==> src/common/serial_pkg.sv <==
package serial_pkg;

	// serial word length and bit counter
	localparam int BITS = 8;
	localparam int BIT_CNT_W = $clog2(BITS);
	// index of the last bit in a word
	localparam logic [BIT_CNT_W-1:0] LAST_BIT = BIT_CNT_W'(BITS - 1);

	// in_clk cycles per serial half period, small for simulation
	localparam int SERIAL_CLK_DIV = 4;

	// idle levels of the pins
	localparam logic SERIAL_CLK_INACTIVE = 1'b1;
	localparam logic SERIAL_DATA_INACTIVE = 1'b1;

	// 1: bit 0 goes out first
	localparam bit LOWBIT_FIRST = 1'b1;

	// bus widths
	localparam int WB_DW = 32;
	localparam int WB_AW = 4;

	// word addresses
	localparam logic [WB_AW-1:0] REG_CTRL = 4'd0;
	localparam logic [WB_AW-1:0] REG_TX = 4'd1;
	localparam logic [WB_AW-1:0] REG_RX = 4'd2;

	// control register bits
	localparam int CTRL_START = 0;
	localparam int CTRL_BUSY = 1;
	localparam int CTRL_DONE = 2;

	// master to slave
	typedef struct packed {
		logic cyc;
		logic stb;
		logic we;
		logic [WB_AW-1:0] adr;
		logic [WB_DW-1:0] dat;
	} wb_req_t;

	// slave to master
	typedef struct packed {
		logic ack;
		logic [WB_DW-1:0] dat;
	} wb_rsp_t;

	// register block to shift controller
	typedef struct packed {
		logic start;
		logic [BITS-1:0] data;
	} shift_cmd_t;

	// shift controller to register block
	typedef struct packed {
		logic busy;
		logic done;
		logic [BITS-1:0] data;
	} shift_stat_t;

	// link pins driven by us
	typedef struct packed {
		logic sclk;
		logic sdo;
	} ser_out_t;

endpackage

==> src/logic/clkgen.sv <==
`timescale 1ns/1ns

module clkgen
	import serial_pkg::*;
#(
	parameter int DIV = 4
) (
	input logic in_clk,
	input logic in_rst,
	input logic run,
	output logic tick_fall,
	output logic tick_rise,
	output logic level
);

	// counter wide enough for DIV - 1
	localparam int CNT_W = (DIV > 1) ? $clog2(DIV) : 1;

	logic [CNT_W-1:0] cnt;
	logic expire;

	// end of a half period
	assign expire = run && (cnt == '0);
	// edge the toggle is about to make
	assign tick_fall = expire && level;
	assign tick_rise = expire && !level;

	always_ff @(posedge in_clk or posedge in_rst) begin
		if (in_rst) begin
			cnt <= CNT_W'(DIV - 1);
			level <= SERIAL_CLK_INACTIVE;
		end else if (!run) begin
			// idle: restart count on next run
			cnt <= CNT_W'(DIV - 1);
			level <= SERIAL_CLK_INACTIVE;
		end else if (expire) begin
			cnt <= CNT_W'(DIV - 1);
			level <= ~level;
		end else begin
			cnt <= cnt - 1'b1;
		end
	end

endmodule

==> src/serial/serial_shift.sv <==
`timescale 1ns/1ns

module serial_shift
	import serial_pkg::*;
(
	input logic in_clk,
	input logic in_rst,
	input shift_cmd_t cmd,
	output shift_stat_t stat,
	output ser_out_t pins,
	input logic sdi
);

	// shifter states
	typedef enum logic {
		st_ready,
		st_transmit
	} state_t;

	state_t state;

	// bit counter and its mapping to a word index
	logic [BIT_CNT_W-1:0] bit_cnt;
	logic [BIT_CNT_W-1:0] bit_idx;

	// word being sent and word being received
	logic [BITS-1:0] tx_word;
	logic [BITS-1:0] rx_word;

	// registered data output
	logic sdo_q;

	// end of word pulse
	logic done_q;

	// slow clock ticks
	logic busy;
	logic tick_fall;
	logic tick_rise;
	logic sclk_level;

	assign busy = (state == st_transmit);

	// bit order is fixed at build time
	assign bit_idx = LOWBIT_FIRST ? bit_cnt : (LAST_BIT - bit_cnt);

	// half period ticks, counted only while shifting
	clkgen #(
		.DIV(SERIAL_CLK_DIV)
	) i_clkgen (
		.in_clk(in_clk),
		.in_rst(in_rst),
		.run(busy),
		.tick_fall(tick_fall),
		.tick_rise(tick_rise),
		.level(sclk_level)
	);

	// state machine and bit counter
	always_ff @(posedge in_clk or posedge in_rst) begin
		if (in_rst) begin
			state <= st_ready;
			bit_cnt <= '0;
			done_q <= 1'b0;
		end else begin
			done_q <= 1'b0;
			case (state)
				st_ready: begin
					// new word from the register block
					if (cmd.start) begin
						state <= st_transmit;
						bit_cnt <= '0;
					end
				end
				st_transmit: begin
					// one bit per rising edge
					if (tick_rise) begin
						if (bit_cnt == LAST_BIT) begin
							state <= st_ready;
							done_q <= 1'b1;
						end else begin
							bit_cnt <= bit_cnt + 1'b1;
						end
					end
				end
				default: begin
					state <= st_ready;
				end
			endcase
		end
	end

	// data out changes at the falling sclk edge
	always_ff @(posedge in_clk or posedge in_rst) begin
		if (in_rst) begin
			sdo_q <= SERIAL_DATA_INACTIVE;
		end else if (tick_fall) begin
			sdo_q <= tx_word[bit_idx];
		end else if (done_q) begin
			// last bit already sampled, back to idle
			sdo_q <= SERIAL_DATA_INACTIVE;
		end
	end

	// word buffers
	always_ff @(posedge in_clk) begin
		// capture transmit word at start
		if ((state == st_ready) && cmd.start) begin
			tx_word <= cmd.data;
		end
		// sample input at the rising sclk edge
		if (tick_rise) begin
			rx_word[bit_idx] <= sdi;
		end
	end

	// status towards the register block
	always_comb begin
		stat.busy = busy;
		stat.done = done_q;
		stat.data = rx_word;
	end

	// pins, clock only runs while shifting
	always_comb begin
		pins.sclk = busy ? sclk_level : SERIAL_CLK_INACTIVE;
		pins.sdo = sdo_q;
	end

endmodule

==> src/logic/wb_serial_regs.sv <==
`timescale 1ns/1ns

module wb_serial_regs
	import serial_pkg::*;
(
	input logic in_clk,
	input logic in_rst,
	input wb_req_t wb_req,
	output wb_rsp_t wb_rsp,
	output shift_cmd_t cmd,
	input shift_stat_t stat,
	output logic irq
);

	// bus handshake
	logic req_hit;
	logic ack_q;
	logic [WB_DW-1:0] rd_dat;
	logic [WB_DW-1:0] dat_q;

	// decoded accesses
	logic wr_ctrl;
	logic wr_tx;
	logic rd_ctrl;
	logic start_req;

	// software visible state
	logic [BITS-1:0] tx_reg;
	logic [BITS-1:0] rx_reg;
	logic done_bit;
	logic start_q;

	// request still present in the ack cycle is not taken again
	assign req_hit = wb_req.cyc && wb_req.stb && !ack_q;

	assign wr_ctrl = req_hit && wb_req.we && (wb_req.adr == REG_CTRL);
	assign wr_tx = req_hit && wb_req.we && (wb_req.adr == REG_TX);
	assign rd_ctrl = req_hit && !wb_req.we && (wb_req.adr == REG_CTRL);

	// start only when the shifter is idle
	assign start_req = wr_ctrl && wb_req.dat[CTRL_START] && !stat.busy;

	// read mux, unmapped addresses read zero
	always_comb begin
		rd_dat = '0;
		case (wb_req.adr)
			REG_CTRL: begin
				rd_dat[CTRL_BUSY] = stat.busy;
				rd_dat[CTRL_DONE] = done_bit;
			end
			REG_TX: begin
				rd_dat = WB_DW'(tx_reg);
			end
			REG_RX: begin
				rd_dat = WB_DW'(rx_reg);
			end
			default: begin
				rd_dat = '0;
			end
		endcase
	end

	// ack and start, one cycle each
	always_ff @(posedge in_clk or posedge in_rst) begin
		if (in_rst) begin
			ack_q <= 1'b0;
			start_q <= 1'b0;
		end else begin
			ack_q <= req_hit;
			start_q <= start_req;
		end
	end

	// read data lines up with ack
	always_ff @(posedge in_clk) begin
		if (req_hit) begin
			dat_q <= rd_dat;
		end
	end

	// registers
	always_ff @(posedge in_clk or posedge in_rst) begin
		if (in_rst) begin
			tx_reg <= '0;
			rx_reg <= '0;
			done_bit <= 1'b0;
		end else begin
			if (wr_tx) begin
				tx_reg <= wb_req.dat[BITS-1:0];
			end
			// received word lands one cycle after done
			if (stat.done) begin
				rx_reg <= stat.data;
			end
			// sticky done, cleared by control read or new word
			if (stat.done) begin
				done_bit <= 1'b1;
			end else if (rd_ctrl || start_q) begin
				done_bit <= 1'b0;
			end
		end
	end

	always_comb begin
		wb_rsp.ack = ack_q;
		wb_rsp.dat = dat_q;
	end

	always_comb begin
		cmd.start = start_q;
		cmd.data = tx_reg;
	end

	// level interrupt
	assign irq = done_bit;

endmodule

==> src/logic/serial_top.sv <==
`timescale 1ns/1ns

module serial_top
	import serial_pkg::*;
(
	input logic in_clk,
	input logic in_rst,
	input wb_req_t wb_req,
	output wb_rsp_t wb_rsp,
	output ser_out_t pins,
	input logic sdi,
	output logic irq
);

	// register block to shifter
	shift_cmd_t cmd;
	// shifter back to register block
	shift_stat_t stat;

	// bus side
	wb_serial_regs i_wb_serial_regs (
		.in_clk(in_clk),
		.in_rst(in_rst),
		.wb_req(wb_req),
		.wb_rsp(wb_rsp),
		.cmd(cmd),
		.stat(stat),
		.irq(irq)
	);

	// link side
	serial_shift i_serial_shift (
		.in_clk(in_clk),
		.in_rst(in_rst),
		.cmd(cmd),
		.stat(stat),
		.pins(pins),
		.sdi(sdi)
	);

endmodule

==> config.mk <==
export PLATFORM = sky130hd
export DESIGN_NAME = serial_top
export DESIGN_NICKNAME = d
export VERILOG_FILES = /design/src/common/serial_pkg.sv /design/src/logic/clkgen.sv /design/src/serial/serial_shift.sv /design/src/logic/wb_serial_regs.sv /design/src/logic/serial_top.sv
export SDC_FILE = /design/constraint.sdc
export NUM_CORES = 1
export LEC_CHECK = 0
export BUFFER_PORTS_ARGS = -buffer_cell sky130_fd_sc_hd__buf_4
export CAP_MARGIN = 20
export CORE_MARGIN = 1.5
export CORE_UTILIZATION = 48
export DETAILED_ROUTE_END_ITERATION = 10
export PLACE_DENSITY = 0.78
export RECOVER_POWER = 50
export SKIP_LAST_GASP = 1
export SYNTH_ARGS = -nofsm -noshare
export SYNTH_HDL_FRONTEND = slang
export SYNTH_SLANG_ARGS = --single-unit
==> constraint.sdc <==
create_clock -name in_clk -period 2.4 [get_ports in_clk]
set_input_delay 0.36 -clock in_clk [delete_from_list [all_inputs] [get_ports in_clk]]
set_output_delay 0.36 -clock in_clk [all_outputs]
set_load 0.05 [all_outputs]
Word level (Yosys, flattened, before mapping)
Index checks and enable logic that the tools add are counted.
Widths: inputs -> output; s select.

word-level totals
  memories = 0
  bits in registers = 76
  bits in read-only memories = 0
  bits in latches = 0
  word-level logic and storage cells = 79
  bits in writable memories = 0

cells by class
  add/subtract/negate cells = 2
  equality and inequality tests = 7
  $mul = 0
  mux-type cells = 28
  reductions and logical operators = 24
  shifts and indexed selects = 0
  bitwise logic cells = 2
  divide/modulo/power cells = 0
  magnitude comparators = 2

operators with widths
  cell                 count
  $mux 1               15
  $logic_and 1x1->1    14
  $pmux 5 s2           1
  $mux 3               3
  $bwmux 8             1
  $ne 2x2->1 const B   4
  $pmux 2 s3           1
  $pmux 3 s2           1
  $eq 4x1->1 const B   1
  $eq 4x2->1 const B   1
  $logic_not 1->1      4
  $logic_not 4->1      1
  $lt 3x4->1 const B   1
  $mux 2               2
  $pmux 1 s2           2
  $reduce_bool 2->1    2
  $add 3x1->3 const B  1
  $bmux 1 s3           1
  $demux 1 s3          1
  $eq 3x3->1 const B   1
  $ge 3x1->1 const B   1
  $reduce_and 3->1     1
  $logic_not 2->1      1
  $not 1->1            2
  2 further kinds      2

Longest topological paths before layout
  depth in word-level cells = 7
  depth in mapped cells = 5
  gate-level depth less buffers = 5

Cells and area by module
A second synthesis with hierarchy kept.

unflattened totals
  cells, all modules = 176
  area total of the unflattened synthesis = 2397.3 um^2

by module, submodules not included
  module          cells an instance  area an instance (um^2)  times used
  wb_serial_regs  97                 1306.3                   1
  serial_shift    65                 949.7                    1
  clkgen          14                 141.4                    1

Least setup slack after synthesis
OpenSTA, ideal clock, no wires.

  path type = register to register
  start point = reg i_serial_shift.i_clkgen.cnt[0]
  end point = reg i_serial_shift.bit_cnt[0]
  slack = 0.757 ns
  path buffers = 0
  arrival time = 1.518 ns
  stages on the path, launching flop included = 6
  cell sequence = dfstp_2 inv_1 ha_1 and3b_1 a21oi_2 mux2_2

on the way
  word-level cells in the longest chain between the ends = 5

RTL lines
  item                        RTL line            text
  start: declaration          clkgen.sv:19        logic [CNT_W-1:0] cnt;
  start signal: assignment    clkgen.sv:30        cnt <= CNT_W'(DIV - 1);
  start signal: assignment    clkgen.sv:34        cnt <= CNT_W'(DIV - 1);
  start signal: assignment    clkgen.sv:37        cnt <= CNT_W'(DIV - 1);
  $logic_not 2->1             clkgen.sv:23        assign expire = run && (cnt == '0);
  $logic_and 1x1->1           clkgen.sv:23
  $logic_and 1x1->1           clkgen.sv:26        assign tick_rise = expire && !level;
  $ne 2x2->1 (no line)        -
  $reduce_and 3->1 (no line)  -
  end signal: assignment      serial_shift.sv:82  bit_cnt <= bit_cnt + 1'b1;
  end: declaration            serial_shift.sv:23  logic [BIT_CNT_W-1:0] bit_cnt;

No other way between the ends.
A chain may end at the register's enable or synchronous reset.

Final worst setup path
Same ends and word-level chain as after synthesis.

==> impl_metrics.toml <==
[status]
status = "complete, no violations"

[yosys]
yosys_register_bits = 52
synth_simple_gate_area_share_pct = 9.83
synth_area_mm2 = 0.00235
synth_xor_area_share_pct = 0.372
synth.distinct_cells = 35
synthCells = 179
ys_warn_count = 0
synth-adder-area-share_pct = 1.59
synth_top_family_by_area = "multiplexers"
synth-compound-area-share_pct = 3.88
synthMuxAreaShare_pct = 12.5
avgSynthCellArea_um2 = 13.2
ys_seq_area_share_pct = 60.6

[sta]
finalClockSkew_ps = 5.17
maxSlewViolCount = 0
worst_pin_slew_ps = 1490
hold_violations = 0
setup_viol = 0
rsz0062_at_grt = "false"
tns_ps = 0
fmax_mhz = 573
fin_crit_sh_pct = 72.7
slew_headroom_pct = 0.995
final.min_clock_period_ps = 1740

[layout]
n_antenna_cell = 0
nNetsFinal = 254
drive_gt1_share_pct = 29.5
final_common_cell = "buf_4"
fin_util_pct = 55.0
final_cell_mix = "buf_4, conb_1, dfrtp_1, edfxtp_1, mux2_2"
area_delta_synth_final_pct = 10.4
fin_area_mm2 = 0.00260

[setup_path]
crit_cells = 5
crit_buf_inv = 1
required_ps = 2590
crit_path_start_kind = "register"
ff2ff_path_depth = 5
r2r_end = "i_serial_shift.bit_cnt[0]"
path_class = "reg -> reg"
cp-endpoint = "i_serial_shift.bit_cnt[0]"
crit_slowest_cell = "dfstp_2"
worstPathArrival_ps = 1930
end_kind = "register"
max_stage_delay_ps = 540
regToRegStartpoint = "i_serial_shift.i_clkgen.cnt[0]"
r2r_setup_slack_ps = 660
crit_path_cell_trace = "inv_1, ha_1, and3b_1, a21oi_2, mux2_2"
crit_start = "i_serial_shift.i_clkgen.cnt[0]"
cp_max_fo = 4
critical-path-top-delay-family = "flip-flops"

[drt]
vias = 1303
wl_met2_um = 1880
top_layer = "met4"
dr.pass1.iters = 4
drcViolationCount = 0
wl_per_cell_um = 13.5
wl_met1_um = 1650
drtAntennaViolNets = 0
viasPerCell = 4.70
routed-wl-met3_um = 139
drt_iter0_markers = 150
totalWireLength_um = 3740

[global_route]
gr-total-overflow = 0
grt.total_usage_pct = 15.2
grt_start_max_net_pins = 29
grt_pass1_wl_um = 5970
first_global_vias = 1231
antenna_found_initial = 0

[clocking]
clock-sinks = 52
cts_buffers = 5
ctsHtreeMaxLevel = 2
cts_resized = 0
cts_hold_buf = 0
cts-root-buf = "clkbuf_8"
clockBufferDepth = 2
cts_tree = "done"
clk_pin_slew_worst_paths_ps = 90
clock_latency_ps = 300
postCtsSetupBuffers = 0

[power]
powerDensity_mw_per_mm2 = 632
seqPwrFrac_pct = 60.1
ir_drop_mv = 0.285
internal_power_mw = 1.21
p_leak_nw = 1.15
clockPowerShare_pct = 28.2
swShare_pct = 26.4
net-switching-power_mw = 0.433
combPwrFrac_pct = 11.6

[floorplan]
rows = 25
ios = 78
core_area_mm2 = 0.00472
die_area_mm2 = 0.00533
die_w_um = 73.0
die_h_um = 73.0
start_util_pct = 49.9

[place]
io_buffers = 29
place_congestion = 0.766
hpwl_um = 2810
placed_area_mm2 = 0.00253

[worst_hold_path]
worstHoldPathType = "in -> reg"

[run]
drv_cap = 0
[cells by family (layout without fill, tap and decap cells)]
kind of cell,Yosys count,count (layout)
other cells,1,24
mux,26,26
simple gates,43,43
compound gates,13,13
flops,52,52
fa+ha+maj,3,3
buf+inv,40,48
xor+xnor,1,1
[stage by stage]
stage	hold slack [ps]	worst slack (ps)	total power [mW]	instances
2_1_floorplan	422	757	1.18	202
3_3_place_gp	436	681	1.20	269
3_5_place_dp	443	654	1.20	269
4_1_cts	127	640	1.66	277
5_1_grt	276	582	1.71	277
6_report	287	655	1.64	277
[worst register-to-register path, delay by kind of cell, from the launching register on]
kind | cells | cell delay [ps]
flip-flops | 1 | 540
multiplexers | 1 | 360
adder cells (fa/ha/maj) | 1 | 240
AO/OA/AOI/OAI | 1 | 240
AND/OR/NAND/NOR | 1 | 230
buffers and inverters | 1 | 40
[synth_stat cells]
cell	n	area share (%)
nand2_1	10	1.6
nand2b_1	2	0.53
a22oi_1	6	1.9
mux2_2	17	8.1
nor2_1	15	2.4
xnor2_1	1	0.37
and2_1	1	0.27
and4b_1	1	0.43
inv_1	8	1.3
nor4_1	1	0.27
nand3_1	1	0.21
a21oi_2	1	0.37
conb_1	1	0.16
buf_4	27	8.6
a21oi_1	2	0.43
nor3_1	2	0.43
edfxtp_1	24	31
nor2b_2	1	0.37
a31o_2	1	0.37
clkbuf_1	2	0.32
buf_2	2	0.43
o21ai_0	1	0.21
dfrtp_1	24	26
nor2b_1	2	0.53
mux2i_1	8	3.4
nand3b_1	2	0.64
or2_2	2	0.53
nand4_4	1	0.90
o21ai_1	1	0.21
a2bb2oi_1	1	0.37
buf_6	1	0.48
and3b_1	2	0.74
mux4_2	1	0.96
ha_1	3	1.6
dfstp_2	4	4.5
[how the worst min path moves through the flow]
stage	endpoint	slack, ps	startpoint	cells after the start
2_1_floorplan	i_serial_shift.bit_cnt[0]	420	in_rst	1
3_3_place_gp	i_serial_shift.i_clkgen.cnt[0]	440	i_serial_shift.i_clkgen.cnt[0]	1
3_5_place_dp	i_serial_shift.i_clkgen.cnt[0]	440	i_serial_shift.i_clkgen.cnt[0]	1
4_1_cts	i_wb_serial_regs.tx_reg[3]	130	in_rst	3
5_1_grt	i_wb_serial_regs.tx_reg[7]	280	wb_req[7]	2
6_report	i_wb_serial_regs.tx_reg[2]	290	wb_req[2]	2
[power groups by stage]
| stage | Clock [mW] | Combinational, mW | Sequential (mW) |
|---|---|---|---|
| 2_1_floorplan | 0 | 0.174 | 1.01 |
| 6_report | 0.463 | 0.191 | 0.988 |
| 3_5_place_dp | 0 | 0.196 | 1.01 |
| 5_1_grt | 0.518 | 0.206 | 0.991 |
| 4_1_cts | 0.480 | 0.196 | 0.987 |
| 3_3_place_gp | 0 | 0.194 | 1.00 |
[layer usage]
| metal | GRT usage [%] | up-vias |
|---|---|---|
| li1 | - | 627 |
| met1 | 18.1 | 633 |
| met2 | 26.3 | 35 |
| met3 | 4.14 | 8 |
| met4 | 5.87 | 0 |
| met5 | 0 | - |
[final cells by class]
cell class,count,area [um^2]
fill,420,2120
sequential,52,1430
multi-input combinational,110,751
timing repair buffer,32,225
tap,67,83.8
clock buffer,5,68.8
inverter,8,30.0
clock inverter,3,13.8
Note: power is estimated with default switching activity, not from simulation.
